File: config.mk
export PLATFORM = sky130hd
export DESIGN_NAME = main_decoder
export DESIGN_NICKNAME = d
export VERILOG_FILES = /design/src/logic/main_pkg.sv /design/src/logic/main_decoder.sv
export SDC_FILE = /design/constraint.sdc
export NUM_CORES = 1
export LEC_CHECK = 0
export BUFFER_PORTS_ARGS = -buffer_cell sky130_fd_sc_hd__buf_2
export CAP_MARGIN = 15
export CORE_ASPECT_RATIO = 0.7
export CORE_MARGIN = 10
export CORE_UTILIZATION = 33
export DETAILED_ROUTE_END_ITERATION = 6
export PLACE_DENSITY_LB_ADDON = 0.2
export SETUP_SLACK_MARGIN = 0.5
export SLEW_MARGIN = 25
export SYNTH_ARGS = -nofsm -noshare
export SYNTH_HDL_FRONTEND = slang
export SYNTH_SLANG_ARGS = --single-unit
File: constraint.sdc
create_clock -name clk -period 1.5 [get_ports clk]
set_clock_uncertainty 0.05 [all_clocks]
set_input_delay 0.225 -clock clk [delete_from_list [all_inputs] [get_ports clk]]
set_output_delay 0.225 -clock clk [all_outputs]
set_load 0.05 [all_outputs]
File: src/logic/main_pkg.sv
package main_pkg;

    // Region an address falls in
    typedef enum logic [2:0] {
        rgn_gfx1,
        rgn_io,
        rgn_pal,
        rgn_gfx2,
        rgn_ram,
        rgn_rom_bank,
        rgn_rom_fix,
        rgn_none
    } mem_region_e;

    // Offsets in the I/O window, named by read source and write target
    typedef enum logic [2:0] {
        reg_sys_snd,
        reg_joy1_irq,
        reg_joy2_vbank,
        reg_dipa_prio,
        reg_dipb_rombank,
        reg_dipc_ack,
        reg_spare6,
        reg_spare7
    } io_reg_e;

    typedef enum logic [1:0] {
        st_idle,
        st_rom_wait,
        st_ack
    } bus_state_e;

    // Memory map
    localparam logic [15:0] GFX1_BASE     = 16'h0000;
    localparam logic [15:0] GFX1_LAST     = 16'h0FFF;
    localparam logic [15:0] IO_BASE       = 16'h1000;
    localparam logic [15:0] IO_LAST       = 16'h10FF;
    localparam logic [15:0] PAL_BASE      = 16'h1800;
    localparam logic [15:0] PAL_LAST      = 16'h18FF;
    localparam logic [15:0] GFX2_BASE     = 16'h2000;
    localparam logic [15:0] GFX2_LAST     = 16'h3FFF;
    localparam logic [15:0] RAM_BASE      = 16'h4000;
    localparam logic [15:0] RAM_LAST      = 16'h4FFF;
    localparam logic [15:0] ROM_BANK_BASE = 16'h6000;
    localparam logic [15:0] ROM_BANK_LAST = 16'h7FFF;
    localparam logic [15:0] ROM_FIX_BASE  = 16'h8000;

    // Banked pages start above the fixed 32kB in the ROM image
    localparam logic [17:0] ROM_BANKED_OFS = 18'h10000;
    localparam logic [ 7:0] OPEN_BUS       = 8'hFF;

    function automatic mem_region_e region_of(logic [15:0] addr);
        if (addr >= ROM_FIX_BASE)                              return rgn_rom_fix;
        else if (addr >= ROM_BANK_BASE && addr <= ROM_BANK_LAST) return rgn_rom_bank;
        else if (addr >= RAM_BASE && addr <= RAM_LAST)           return rgn_ram;
        else if (addr >= GFX2_BASE && addr <= GFX2_LAST)         return rgn_gfx2;
        else if (addr >= PAL_BASE && addr <= PAL_LAST)           return rgn_pal;
        else if (addr >= IO_BASE && addr <= IO_LAST)             return rgn_io;
        else if (addr <= GFX1_LAST)                              return rgn_gfx1;
        else                                                     return rgn_none;
    endfunction

    // Bank window: bank * 0x2000 + offset + 0x10000, fixed window: addr - 0x8000
    function automatic logic [17:0] rom_map(logic [3:0] bank, logic [15:0] addr);
        logic [17:0] page;
        logic [15:0] fix_ofs;
        page    = {1'b0, bank, 13'h0000};
        fix_ofs = addr - ROM_FIX_BASE;
        if (addr >= ROM_FIX_BASE)
            return {2'b00, fix_ofs};
        else
            return ROM_BANKED_OFS + page + {5'd0, addr[12:0]};
    endfunction

endpackage

File: src/logic/main_decoder.sv
`timescale 1ns/1ps

module main_decoder
    import main_pkg::*;
#(
    parameter int RAM_AW = 12
) (
    input  logic              clk,
    input  logic              rst_n,
    // Wishbone slave
    input  logic              wb_cyc,
    input  logic              wb_stb,
    input  logic              wb_we,
    input  logic [15:0]       wb_adr,
    input  logic [ 7:0]       wb_dat_w,
    output logic [ 7:0]       wb_dat_r,
    output logic              wb_ack,
    // ROM
    output logic              rom_cs,
    output logic [17:0]       rom_addr,
    input  logic [ 7:0]       rom_data,
    input  logic              rom_ok,
    // External chips
    output logic              gfx1_cs,
    output logic              gfx2_cs,
    output logic              pal_cs,
    input  logic [ 7:0]       gfx1_dout,
    input  logic [ 7:0]       gfx2_dout,
    input  logic [ 7:0]       pal_dout,
    output logic [15:0]       cpu_addr,
    output logic              cpu_rnw,
    output logic [ 7:0]       cpu_dout,
    // Register block
    output logic              io_rd,
    output logic              io_wr,
    output io_reg_e           io_addr,
    input  logic [ 7:0]       io_dout,
    input  logic [ 3:0]       rom_bank,
    // Work RAM
    output logic              ram_we,
    output logic [RAM_AW-1:0] ram_addr,
    input  logic [ 7:0]       ram_dout
);

    bus_state_e  state;
    mem_region_e region;
    logic        req;
    logic        is_rom;
    logic        advance;
    logic [ 7:0] rd_mux;

    assign req    = wb_cyc & wb_stb;
    assign region = region_of(wb_adr);
    assign is_rom = (region == rgn_rom_bank) || (region == rgn_rom_fix);

    // Non-ROM regions spend exactly one cycle in the wait state
    assign advance = !is_rom || rom_ok;

    always_ff @(posedge clk or negedge rst_n) begin
        if (!rst_n) begin
            state <= st_idle;
        end else begin
            unique case (state)
                st_idle:     if (req) state <= st_rom_wait;
                st_rom_wait: if (advance) state <= st_ack;
                st_ack:      state <= st_idle;
                default:     state <= st_idle;
            endcase
        end
    end

    assign wb_ack = state == st_ack;

    always_comb begin
        unique case (region)
            rgn_gfx1:     rd_mux = gfx1_dout;
            rgn_io:       rd_mux = io_dout;
            rgn_pal:      rd_mux = pal_dout;
            rgn_gfx2:     rd_mux = gfx2_dout;
            rgn_ram:      rd_mux = ram_dout;
            rgn_rom_bank,
            rgn_rom_fix:  rd_mux = rom_data;
            default:      rd_mux = OPEN_BUS;
        endcase
    end

    // Read data captured on the edge that enters the ack state
    always_ff @(posedge clk) begin
        if (state == st_rom_wait && advance)
            wb_dat_r <= rd_mux;
    end

    // ROM
    assign rom_cs   = (state == st_rom_wait) && is_rom;
    assign rom_addr = rom_map(rom_bank, wb_adr);

    // External chip side
    assign gfx1_cs  = req && region == rgn_gfx1;
    assign gfx2_cs  = req && region == rgn_gfx2;
    assign pal_cs   = req && region == rgn_pal;
    assign cpu_addr = wb_adr;
    assign cpu_rnw  = ~wb_we;
    assign cpu_dout = wb_dat_w;

    // Writes land on the ack edge
    assign io_rd    = req && region == rgn_io && !wb_we;
    assign io_wr    = wb_ack && region == rgn_io && wb_we;
    assign io_addr  = io_reg_e'(wb_adr[2:0]);
    assign ram_we   = wb_ack && region == rgn_ram && wb_we;
    assign ram_addr = wb_adr[RAM_AW-1:0];

    a_ack_in_req: assert property (
        @(posedge clk) disable iff (!rst_n)
        wb_ack |-> wb_cyc && wb_stb
    ) else $error("wb_ack outside of an active request");

    a_one_cs: assert property (
        @(posedge clk) disable iff (!rst_n)
        $onehot0({gfx1_cs, gfx2_cs, pal_cs, rom_cs})
    ) else $error("more than one chip select active");

endmodule

==> summary.txt <==
Clocking
  • Clock slew at reported path FFs: 50 ps
  • Max clock buf depth: 2
  • Sink Count: 10
  • Clock root cell: clkbuf_8
  • TritonCTS buffer count: 3
  • Clock latency on the worst-skew pair: 230 ps
  • H-tree depth: 1
  • CTS tree: yes

Logic synthesis
  • Synth Warn #: 0
  • Synth Area in Simple Gates: 13.7%
  • Xor/xnor share of the synthesized area: 0%
  • Main combinational cell family by area after synthesis: buffers and inverters
  • Mapped Area: 0.00129 sq mm
  • Register area share after synthesis: 22.5%
  • Post-Syn Instances: 149
  • Adder-cell area share of the yosys netlist: 0%
  • Syn Nets: 231
  • Count of unique library cells instantiated by Yosys: 30
  • Avg Cell Area, Syn: 8.67 sq um
  • Synth Area in Compound Gates: 16.3%
  • Post-synthesis mux area share: 14.9%
  • Flops & latches, synth: 10

Final layout
  • Final net count: 365
  • Commonest non-fill, non-tap cell in the layout: buf_2
  • Share of cells above drive strength 1: 86.9%
  • Number of diodes: 0
  • Non-filler cells, final: 332
  • Commonest cells after routing, fill and taps aside: buf_2, buf_6, buf_4
  • Area grow syn2layout: 119%

Drt
  • DRT Pass-1 Iters: 4
  • Antenna Nets Post-Route: 0
  • 1st-iter DRT viols: 58
  • Routed Wire Length: 6.06 mm
  • Routed via count: 1596
  • DRC Markers: 0
  • Routed length per placed instance: 18.2 um
  • DR vias/cell: 4.81

Worst hold path
  • HP Class: in -> async

Setup path
  • Setup crit start: wb_adr[11]
  • Worst Path Buf+Inv: 2
  • Slowest cell on the critical path: or4_4
  • R2R depth: 3
  • FF-to-FF End: wb_dat_r[0]
  • Critical Path RT: 1220 ps
  • Critical path endpoint category: primary output
  • CP max stage delay: 530 ps
  • FF-to-FF Start: state[1]
  • Crit Path Category: in -> out
  • Reg2Reg Setup Slack: 270 ps
  • Cell family with most CP delay: simple AND/OR/NAND/NOR gates
  • Crit path cell chain: buf_6 -> or4_4 -> nor4b_4 -> a41oi_2 -> nor2_4 -> buf_8
  • Startpoint Class: input pin
  • Worst Path Arrival: 1510 ps
  • Worst-path fanout max: 2

Power and ir drop
  • Static leakage: 1.37 nW
  • Maximum VDD drop: 0.000417 V
  • Pwr dens: 592 mW/mm^2
  • Total chip power: 1.67 mW

Timing
  • Fmax: 560 MHz
  • Setup violators final: 4
  • Worst setup margin: -287 ps
  • Worst Max-Slew Pin Slew: 473 ps
  • Fin crit share: 119%
  • RSZ-0062 raised after global routing: true
  • Slew Viols, Final: 0
  • Fin crit period: 1790 ps
  • Max-slew headroom: 68.4%
  • Final hold violations: 0

Global routing
  • Vias in the first global route: 1744
  • GRT Total Usage: 16.3%
  • Largest net degree at the start of global routing: 15
  • GR Overflow Total: 0
  • Initial antenna violation count: 0
  • First-pass GRT wire length: 9.01 mm

Run status
  • Outcome: complete, but fails checks
  • Failing checks: setup timing

Placed design
  • Cell count after placement: 314
  • Routability cong.: 0.752
  • Final HPWL DP: 4.68 mm
  • Port Buffers: 139

Die
  • Die width: 94.8 um
  • Site row count: 18
  • Core ar.: 0.00365 sq mm
  • Die area: 0.00686 sq mm
  • Die height: 72.4 um
  • Initial Utilization: 35.4%
  • Io pins: 156

Run
  • Max_cap viols: 0
## worst reg2reg max path: stages (launching register included)
cell and delay [ps]:
dfrtp_1 400, nand2b_4 170, buf_6 120, nor2_4 190
## per-layer routing
layer / routed length, um / global-route usage, %
met1: 2170 / 17.3
met2: 3490 / 33.0
met3: 363 / 2.67
met4: 34 / 2.81
met5: 0 / 0
## cell type report
class / instances / area (sq um)
fillers: 251 / 820
flip-flops and latches: 10 / 292
clock inverters: 1 / 3.75
clock buffers: 3 / 41.3
repair buffers: 186 / 1470
multi-input cells: 79 / 945
well taps: 50 / 62.6
inverters: 3 / 11.3
## cell usage after synthesis, drive strengths merged
| cell | instances | area, sq um |
|---|---|---|
| o221ai | 8 | 70.1 |
| nor4 | 2 | 12.5 |
| nand2 | 2 | 7.51 |
| nor2 | 11 | 41.3 |
| a41oi | 1 | 8.76 |
| nor4b | 1 | 15.0 |
| a22oi | 8 | 60.1 |
| or4 | 1 | 7.51 |
| nand2b | 2 | 12.5 |
| or2 | 2 | 12.5 |
| nand4 | 1 | 6.26 |
| and3b | 1 | 8.76 |
| nor3 | 5 | 36.3 |
| buf | 54 | 399 |
| a21oi | 2 | 10.0 |
| a21boi | 1 | 7.51 |
| o41ai | 1 | 8.76 |
| inv | 3 | 11.3 |
| nand3 | 1 | 5.00 |
| clkbuf | 3 | 11.3 |
| mux2i | 8 | 80.1 |
| o21ai | 9 | 45.0 |
| nor2b | 2 | 12.5 |
| mux2 | 10 | 113 |
| edfxtp | 8 | 240 |
| dfrtp | 2 | 50.1 |
## cell families after synthesis
logic type             after synthesis
DFF                                 10
and+or+nand+nor                     31
AOI/OAI and AO/OA                   30
buffers and inverters               60
muxes                               18
## flip-flops by register name, summed over array words and instances (netlist names)
register and cells:
wb_dat_r 8, state 2
## through the flow
step	setup slack (ps)	utilization (%)	TNS (ps)	area (sq um)	hold WS, ps
floorplan	-199	-	-1140	1530	-121
global placement	-402	57.6	-2650	2100	-37.6
detailed placement	-420	57.6	-2700	2100	-34.5
CTS	-315	73.5	-422	2680	255
global route	-353	77.5	-666	2830	286
finish	-287	77.5	-390	2830	260
## where the power goes
| part | internal (mW) | total (mW) | switching, mW |
|---|---|---|---|
| Clock | 0.178 | 0.272 | 0.0938 |
| Sequential | 0.330 | 0.341 | 0.0111 |
| Combinational | 0.442 | 1.06 | 0.620 |
| Total | 0.950 | 1.67 | 0.725 |
## worst max-delay path by stage
stage	to	slack (ps)	depth (start not counted)
CTS	rom_addr[15]	-310	6
global placement	rom_addr[15]	-400	6
global route	rom_addr[15]	-350	6
floorplan	rom_addr[15]	-200	4
detailed placement	rom_addr[15]	-420	6
finish	rom_addr[15]	-290	6
## what timing repair did
item                       4_1_cts  5_1_grt
hold buffers                     1        0
gates resized for setup        118       27
pin swaps                       15       12
cloned                           1        0
hold endpoints to repair         2        0
buffers inserted                 7        5
setup endpoints to repair       46       48
Note: power is estimated with default switching activity, not from simulation.
