<file path="src/logic/main_pkg.sv">
package main_pkg;

    // Region an address falls in
    typedef enum logic [2:0] {
        rgn_gfx1,
        rgn_io,
        rgn_pal,
        rgn_gfx2,
        rgn_ram,
        rgn_rom_bank,
        rgn_rom_fix,
        rgn_none
    } mem_region_e;

    // Offsets in the I/O window, named by read source and write target
    typedef enum logic [2:0] {
        reg_sys_snd,
        reg_joy1_irq,
        reg_joy2_vbank,
        reg_dipa_prio,
        reg_dipb_rombank,
        reg_dipc_ack,
        reg_spare6,
        reg_spare7
    } io_reg_e;

    typedef enum logic [1:0] {
        st_idle,
        st_rom_wait,
        st_ack
    } bus_state_e;

    // Memory map
    localparam logic [15:0] GFX1_BASE     = 16'h0000;
    localparam logic [15:0] GFX1_LAST     = 16'h0FFF;
    localparam logic [15:0] IO_BASE       = 16'h1000;
    localparam logic [15:0] IO_LAST       = 16'h10FF;
    localparam logic [15:0] PAL_BASE      = 16'h1800;
    localparam logic [15:0] PAL_LAST      = 16'h18FF;
    localparam logic [15:0] GFX2_BASE     = 16'h2000;
    localparam logic [15:0] GFX2_LAST     = 16'h3FFF;
    localparam logic [15:0] RAM_BASE      = 16'h4000;
    localparam logic [15:0] RAM_LAST      = 16'h4FFF;
    localparam logic [15:0] ROM_BANK_BASE = 16'h6000;
    localparam logic [15:0] ROM_BANK_LAST = 16'h7FFF;
    localparam logic [15:0] ROM_FIX_BASE  = 16'h8000;

    // Banked pages start above the fixed 32kB in the ROM image
    localparam logic [17:0] ROM_BANKED_OFS = 18'h10000;
    localparam logic [ 7:0] OPEN_BUS       = 8'hFF;

    function automatic mem_region_e region_of(logic [15:0] addr);
        if (addr >= ROM_FIX_BASE)                              return rgn_rom_fix;
        else if (addr >= ROM_BANK_BASE && addr <= ROM_BANK_LAST) return rgn_rom_bank;
        else if (addr >= RAM_BASE && addr <= RAM_LAST)           return rgn_ram;
        else if (addr >= GFX2_BASE && addr <= GFX2_LAST)         return rgn_gfx2;
        else if (addr >= PAL_BASE && addr <= PAL_LAST)           return rgn_pal;
        else if (addr >= IO_BASE && addr <= IO_LAST)             return rgn_io;
        else if (addr <= GFX1_LAST)                              return rgn_gfx1;
        else                                                     return rgn_none;
    endfunction

    // Bank window: bank * 0x2000 + offset + 0x10000, fixed window: addr - 0x8000
    function automatic logic [17:0] rom_map(logic [3:0] bank, logic [15:0] addr);
        logic [17:0] page;
        logic [15:0] fix_ofs;
        page    = {1'b0, bank, 13'h0000};
        fix_ofs = addr - ROM_FIX_BASE;
        if (addr >= ROM_FIX_BASE)
            return {2'b00, fix_ofs};
        else
            return ROM_BANKED_OFS + page + {5'd0, addr[12:0]};
    endfunction

endpackage

</file>
<file path="src/logic/main_io_regs.sv">
`timescale 1ns/1ps

module main_io_regs
    import main_pkg::*;
#(
    parameter int SND_IRQ_LEN = 8
) (
    input  logic        clk,
    input  logic        rst_n,
    input  logic        io_rd,
    input  logic        io_wr,
    input  io_reg_e     io_addr,
    input  logic [ 7:0] io_din,
    // Cabinet inputs
    input  logic [ 1:0] start_button,
    input  logic [ 1:0] coin_input,
    input  logic [ 5:0] joystick1,
    input  logic [ 5:0] joystick2,
    input  logic        service,
    input  logic [ 7:0] dipsw_a,
    input  logic [ 7:0] dipsw_b,
    input  logic [ 3:0] dipsw_c,
    output logic [ 7:0] io_dout,
    // Write registers
    output logic [ 7:0] snd_latch,
    output logic        snd_irq,
    output logic [ 7:0] video_bank,
    output logic        prio_latch,
    output logic [ 3:0] rom_bank,
    output logic        irq_en,
    output logic        irq_ack
);

    localparam int CNT_W = $clog2(SND_IRQ_LEN + 1);

    logic [CNT_W-1:0] snd_cnt;
    logic             snd_wr;

    // Cabinet inputs sampled while a read is pending
    always_ff @(posedge clk) begin
        if (io_rd) begin
            unique case (io_addr)
                reg_sys_snd:      io_dout <= {3'b111, service, start_button, coin_input};
                reg_joy1_irq:     io_dout <= {2'b11, joystick1};
                reg_joy2_vbank:   io_dout <= {2'b11, joystick2};
                reg_dipa_prio:    io_dout <= dipsw_a;
                reg_dipb_rombank: io_dout <= dipsw_b;
                reg_dipc_ack:     io_dout <= {4'hF, dipsw_c};
                default:          io_dout <= OPEN_BUS;
            endcase
        end
    end

    always_ff @(posedge clk or negedge rst_n) begin
        if (!rst_n) begin
            snd_latch  <= '0;
            video_bank <= '0;
            prio_latch <= 1'b0;
            irq_en     <= 1'b0;
            rom_bank   <= '0;
        end else if (io_wr) begin
            unique case (io_addr)
                reg_sys_snd:    snd_latch  <= io_din;
                reg_joy2_vbank: video_bank <= io_din;
                reg_dipa_prio: begin
                    prio_latch <= io_din[0];
                    irq_en     <= io_din[1];
                end
                reg_dipb_rombank: rom_bank <= io_din[3:0];
                default: ;
            endcase
        end
    end

    // Acknowledge is a one cycle strobe to the interrupt latch
    always_ff @(posedge clk or negedge rst_n) begin
        if (!rst_n)
            irq_ack <= 1'b0;
        else
            irq_ack <= io_wr && io_addr == reg_dipc_ack;
    end

    // Sound irq pulse, reloaded by every write
    assign snd_wr = io_wr && io_addr == reg_joy1_irq;

    always_ff @(posedge clk or negedge rst_n) begin
        if (!rst_n)
            snd_cnt <= '0;
        else if (snd_wr)
            snd_cnt <= CNT_W'(SND_IRQ_LEN);
        else if (snd_cnt != '0)
            snd_cnt <= snd_cnt - 1'b1;
    end

    assign snd_irq = snd_cnt != '0;

    a_snd_restart: assert property (
        @(posedge clk) disable iff (!rst_n)
        (snd_wr && snd_irq) |=> snd_irq [*SND_IRQ_LEN]
    ) else $error("snd_irq pulse not restarted by a second write");

endmodule

</file>
<file path="config.mk">
export PLATFORM = sky130hd
export DESIGN_NAME = main_io_regs
export DESIGN_NICKNAME = d
export VERILOG_FILES = /design/src/logic/main_pkg.sv /design/src/logic/main_io_regs.sv
export SDC_FILE = /design/constraint.sdc
export NUM_CORES = 1
export LEC_CHECK = 0
export ABC_CLOCK_PERIOD_IN_PS = 1700
export BUFFER_PORTS_ARGS = -buffer_cell sky130_fd_sc_hd__buf_2
export CORE_UTILIZATION = 45
export CTS_BUF_LIST = sky130_fd_sc_hd__clkbuf_16
export CTS_CLUSTER_DIAMETER = 50
export DETAILED_ROUTE_END_ITERATION = 8
export PLACE_DENSITY = 0.8
export SLEW_MARGIN = 20
export SYNTH_ARGS = -nofsm -noshare
export SYNTH_HDL_FRONTEND = slang
export SYNTH_SLANG_ARGS = --single-unit
</file>
<file path="constraint.sdc">
create_clock -name clk -period 1.7 [get_ports clk]
set_input_delay 0.085 -clock clk [delete_from_list [all_inputs] [get_ports clk]]
set_output_delay 0.085 -clock clk [all_outputs]
set_load 0.01 [all_outputs]
</file>
==> summary.md <==
The run finished with clean final reports. The floorplan has 21 rows. For flop-to-flop paths, the worst setup slack is 290 ps.

The worst hold path begins at io_din[6]. The top cell types in the final layout, fill and taps aside, are buf_2 (83), dfrtp_1 (27), mux2_2 (23), nor2b_1 (8), edfxtp_1 (8). For the worst setup path, the data arrival time is 1500 ps. The leakage power total is 1.063 nW, and the full die area is 3896 sq um. Setup violations remaining at the end of the flow were counted as 0.

Before antenna repair, the detailed router went through 4 iterations. The number of setup buffers added after CTS is 0. The CTS buffer count is 5. Yosys attributes the largest share of cell area to dfrtp_1 (41%), mux2_2 (16%), edfxtp_1 (15%).

For this run, the leading register cell type out of synthesis is dfrtp_1. The number of input and output port buffers inserted is 83. The start of the worst register-to-register path was snd_cnt[0]. The total number of vias came out at 1358. The flip-flop and latch count after synthesis works out to 35.

After synthesis, the largest family of logic cells by area is multiplexers. The logs give 55.75% for the sequential share of the synthesized area and 84 for the I/O pin total. In this run the worst setup path begins at snd_cnt[0]. The maximum net fanout on the critical path came out at 5. The synthesized netlist devotes 1.523% of its cell area to adder and majority cells. Counting along the longest clock path gives a buffer depth of 2. TritonCTS built the clock tree. Measured along the y axis, the die boundary spans 62.42 microns.

After routing, the total negative slack on setup checks comes to 0 ps. The area growth from synthesis to layout is 36.79%. The cell count after synthesis is 125, and the synthesized cell area is 1643 sq um.

Slowest cell on the critical path: or3b_4. The width of the chip is 62.42 microns. The number of nets in the layout came out at 265.

For the final total power, the log shows 2.665 mW. The worst hold path terminates at snd_latch[6]. The slew at the pin closest to its max-slew limit came out at 584.2 ps.

The share of the synthesized area in the top cell type is 41.13%. The worst setup path is launched from a register. STA classifies the critical path endpoint as an output port.

Longest individual stage delay on the worst path: 410 ps. The global-route wire length before repair came out at 6085 microns. The clock reaches the later pin of the worst-skew pair after 270 ps. The root buffer cell chosen for the clock tree is clkbuf_16. In the synthesized netlist, mux cells make up 16.37% of the area. The clock net in this run drives a total of 35 sinks. For the number of global-route vias before repair, the log shows 1336. Cells with a size suffix above 1 make up 55.66% of the layout. Mean instance size in the synthesized netlist: 13.14 sq um. The number of DRC violations after detailed-routing iteration 0 was 93. The area of all placed cells without fillers is 2247 sq um. After clock tree synthesis, the clock-pin slew on the worst setup and hold paths is 50 ps. CTS built an H-tree with a depth of 2. Number of pins with negative max-slew slack in the final report: 0. The worst register-to-register path ends at snd_cnt[1]. By startpoint and endpoint, the worst setup path is classified as register to output port.

The depth of the worst register-to-register path is 4, and the share of the synthesized area in compound gates (AO/OA/AOI/OAI) is 11.20%. The netlist uses 30 different library cells. The sum of routed wire length over all layers is 3603 microns, and the total track usage is 20.05%. The total placed instance area is 2097 sq um, and the number of enable-type register cells in the synthesized netlist is 8. The fraction of the cycle the final worst path needs came out at 93.15%. Of the total synthesized cell area, the portion taken by XOR and XNOR cells is 1.066%.

For the final database, setup skew stands at 0.1767 ps. The fraction of the mapped netlist area in simple logic gates was 11.58%. The final weighted congestion of routability-driven global placement is 0.7431, and the peak clock frequency supported by timing is 631.5 MHz. In this run the tightest slew margin relative to its limit is 61.05%. The wire-length estimate of the detail-placed layout is 2712 microns.

The worst hold path passes through 2 cells. The starting density of the core came out at 48.10%. For the worst setup path, the data required time is 1620 ps. The initial antenna violation count is 0. The DRC violation count after routing is 0, and the proportion of synthesized flip-flops having asynchronous set or reset is 77.14%. Setup repair after global routing left no endpoint under its margin. Synthesis produced a netlist with a net count of 179.

The largest total area in the synthesized netlist belongs to dfrtp_1. Global routing finished with a remaining overflow of 0. The logs give 0 for the final count of hold timing violations and 3416 sq um for the standard cell core area. The pin count of the biggest net entering global routing came out at 28. The post-route antenna net violation count was 0; the post-route minimum period was 1584 ps.

Walking the worst path, the cells encountered are inv_1 -> ha_1 -> or3b_4 -> buf_2. Most common cell after layout, fill and taps aside: buf_2. The power per cell area is 1186 nW/um^2.

During synthesis, Yosys emitted a total of 0 warnings. VDD sags by at most 0.7508 mV. After detailed routing, the average wire length per cell comes to 13.97 microns. Across the run, the number of max-cap violations was 0. The antenna diode count was 0.

After detailed routing, the number of vias per cell comes to 5.264. The tightest min-delay check is of the input pin to register type.
## worst max-delay path, delay by kind of cell (launching register included)
kind	cells	cell delay [ps]
adders and majority gates	1	160
DFF	1	400
buffers and inverters	2	250
and+or+nand+nor	1	410
## power breakdown
group,total (mW),internal (mW),switching (mW),leakage [nW]
clock network,0.827,0.527,0.300,0.0762
logic,0.686,0.360,0.326,0.582
registers,1.15,1.05,0.0988,0.405
total,2.66,1.94,0.725,1.06
## cells by family after synthesis
| logic type | after synthesis |
|---|---|
| flip-flops | 35 |
| AND/OR/NAND/NOR | 28 |
| AO/OA/AOI/OAI | 24 |
| multiplexers | 24 |
| buffers and inverters | 10 |
| XOR/XNOR | 2 |
| adder cells (fa/ha/maj) | 2 |
## worst max-delay path by stage
stage               slack (ps)          to  cells after the start
global route                60     snd_irq                      4
finish                     120     snd_irq                      4
floorplan                  170  snd_cnt[0]                      6
detailed placement         180  snd_cnt[1]                      4
global placement           240  snd_cnt[0]                      5
CTS                        100     snd_irq                      4
## what timing repair did
item,in CTS,in global routing
resized for setup,1,0
hold buffers,1,0
setup endpoints to repair,1,0
hold endpoints to repair,27,0
## cells in the mapped netlist, types with 2 or more instances
library cell	instances
dfrtp_1	27
a211oi_1	5
ha_1	2
buf_2	3
clkbuf_1	3
xnor2_1	2
nor3_1	4
a221oi_1	4
a32oi_1	4
mux2_2	23
edfxtp_1	8
inv_1	4
nor2_1	3
nor2b_1	8
nand2_1	3
o32a_1	3
o21ai_0	6
## metrics by stage
stage / hold WS [ps] / util (%) / std cells / setup WS, ps
finish: 57.72 / 65.79 / 258 / 116.5
detailed placement: 121.8 / 61.39 / 249 / 175.9
global placement: 123.5 / 61.39 / 249 / 237.9
CTS: 54.32 / 65.79 / 258 / 101.0
floorplan: -210.6 / - / 125 / 167.7
global route: 60.40 / 65.79 / 258 / 61.25
## final cells by class
type,instances,area [sq um]
clock inverters,3,12.51
repair buffers,85,432.9
inverters,4,15.01
well taps,46,57.56
multi-input cells,80,688.2
clock buffers,5,125.1
fillers,293,1169
flip-flops and latches,35,915.9
## metal layers
| metal | vias to the layer above | part of all wire [%] | wire (microns) | global-route usage, % |
|---|---|---|---|---|
| li1 | 641 | - | - | - |
| met1 | 657 | 42 | 1519 | 22.44 |
| met2 | 54 | 50 | 1800 | 35.33 |
| met3 | 6 | 6.6 | 239 | 7.299 |
| met4 | 0 | 1.2 | 44 | 6.105 |
| met5 | - | 0 | 0 | 0 |
## sequential cells by signal, summed over array words and instances, names as in the netlist
register and flops:
io_dout 8, snd_latch 8, video_bank 8, rom_bank 4, snd_cnt 4, irq_ack 1, irq_en 1, prio_latch 1
Note: power is estimated with default switching activity, not from simulation.
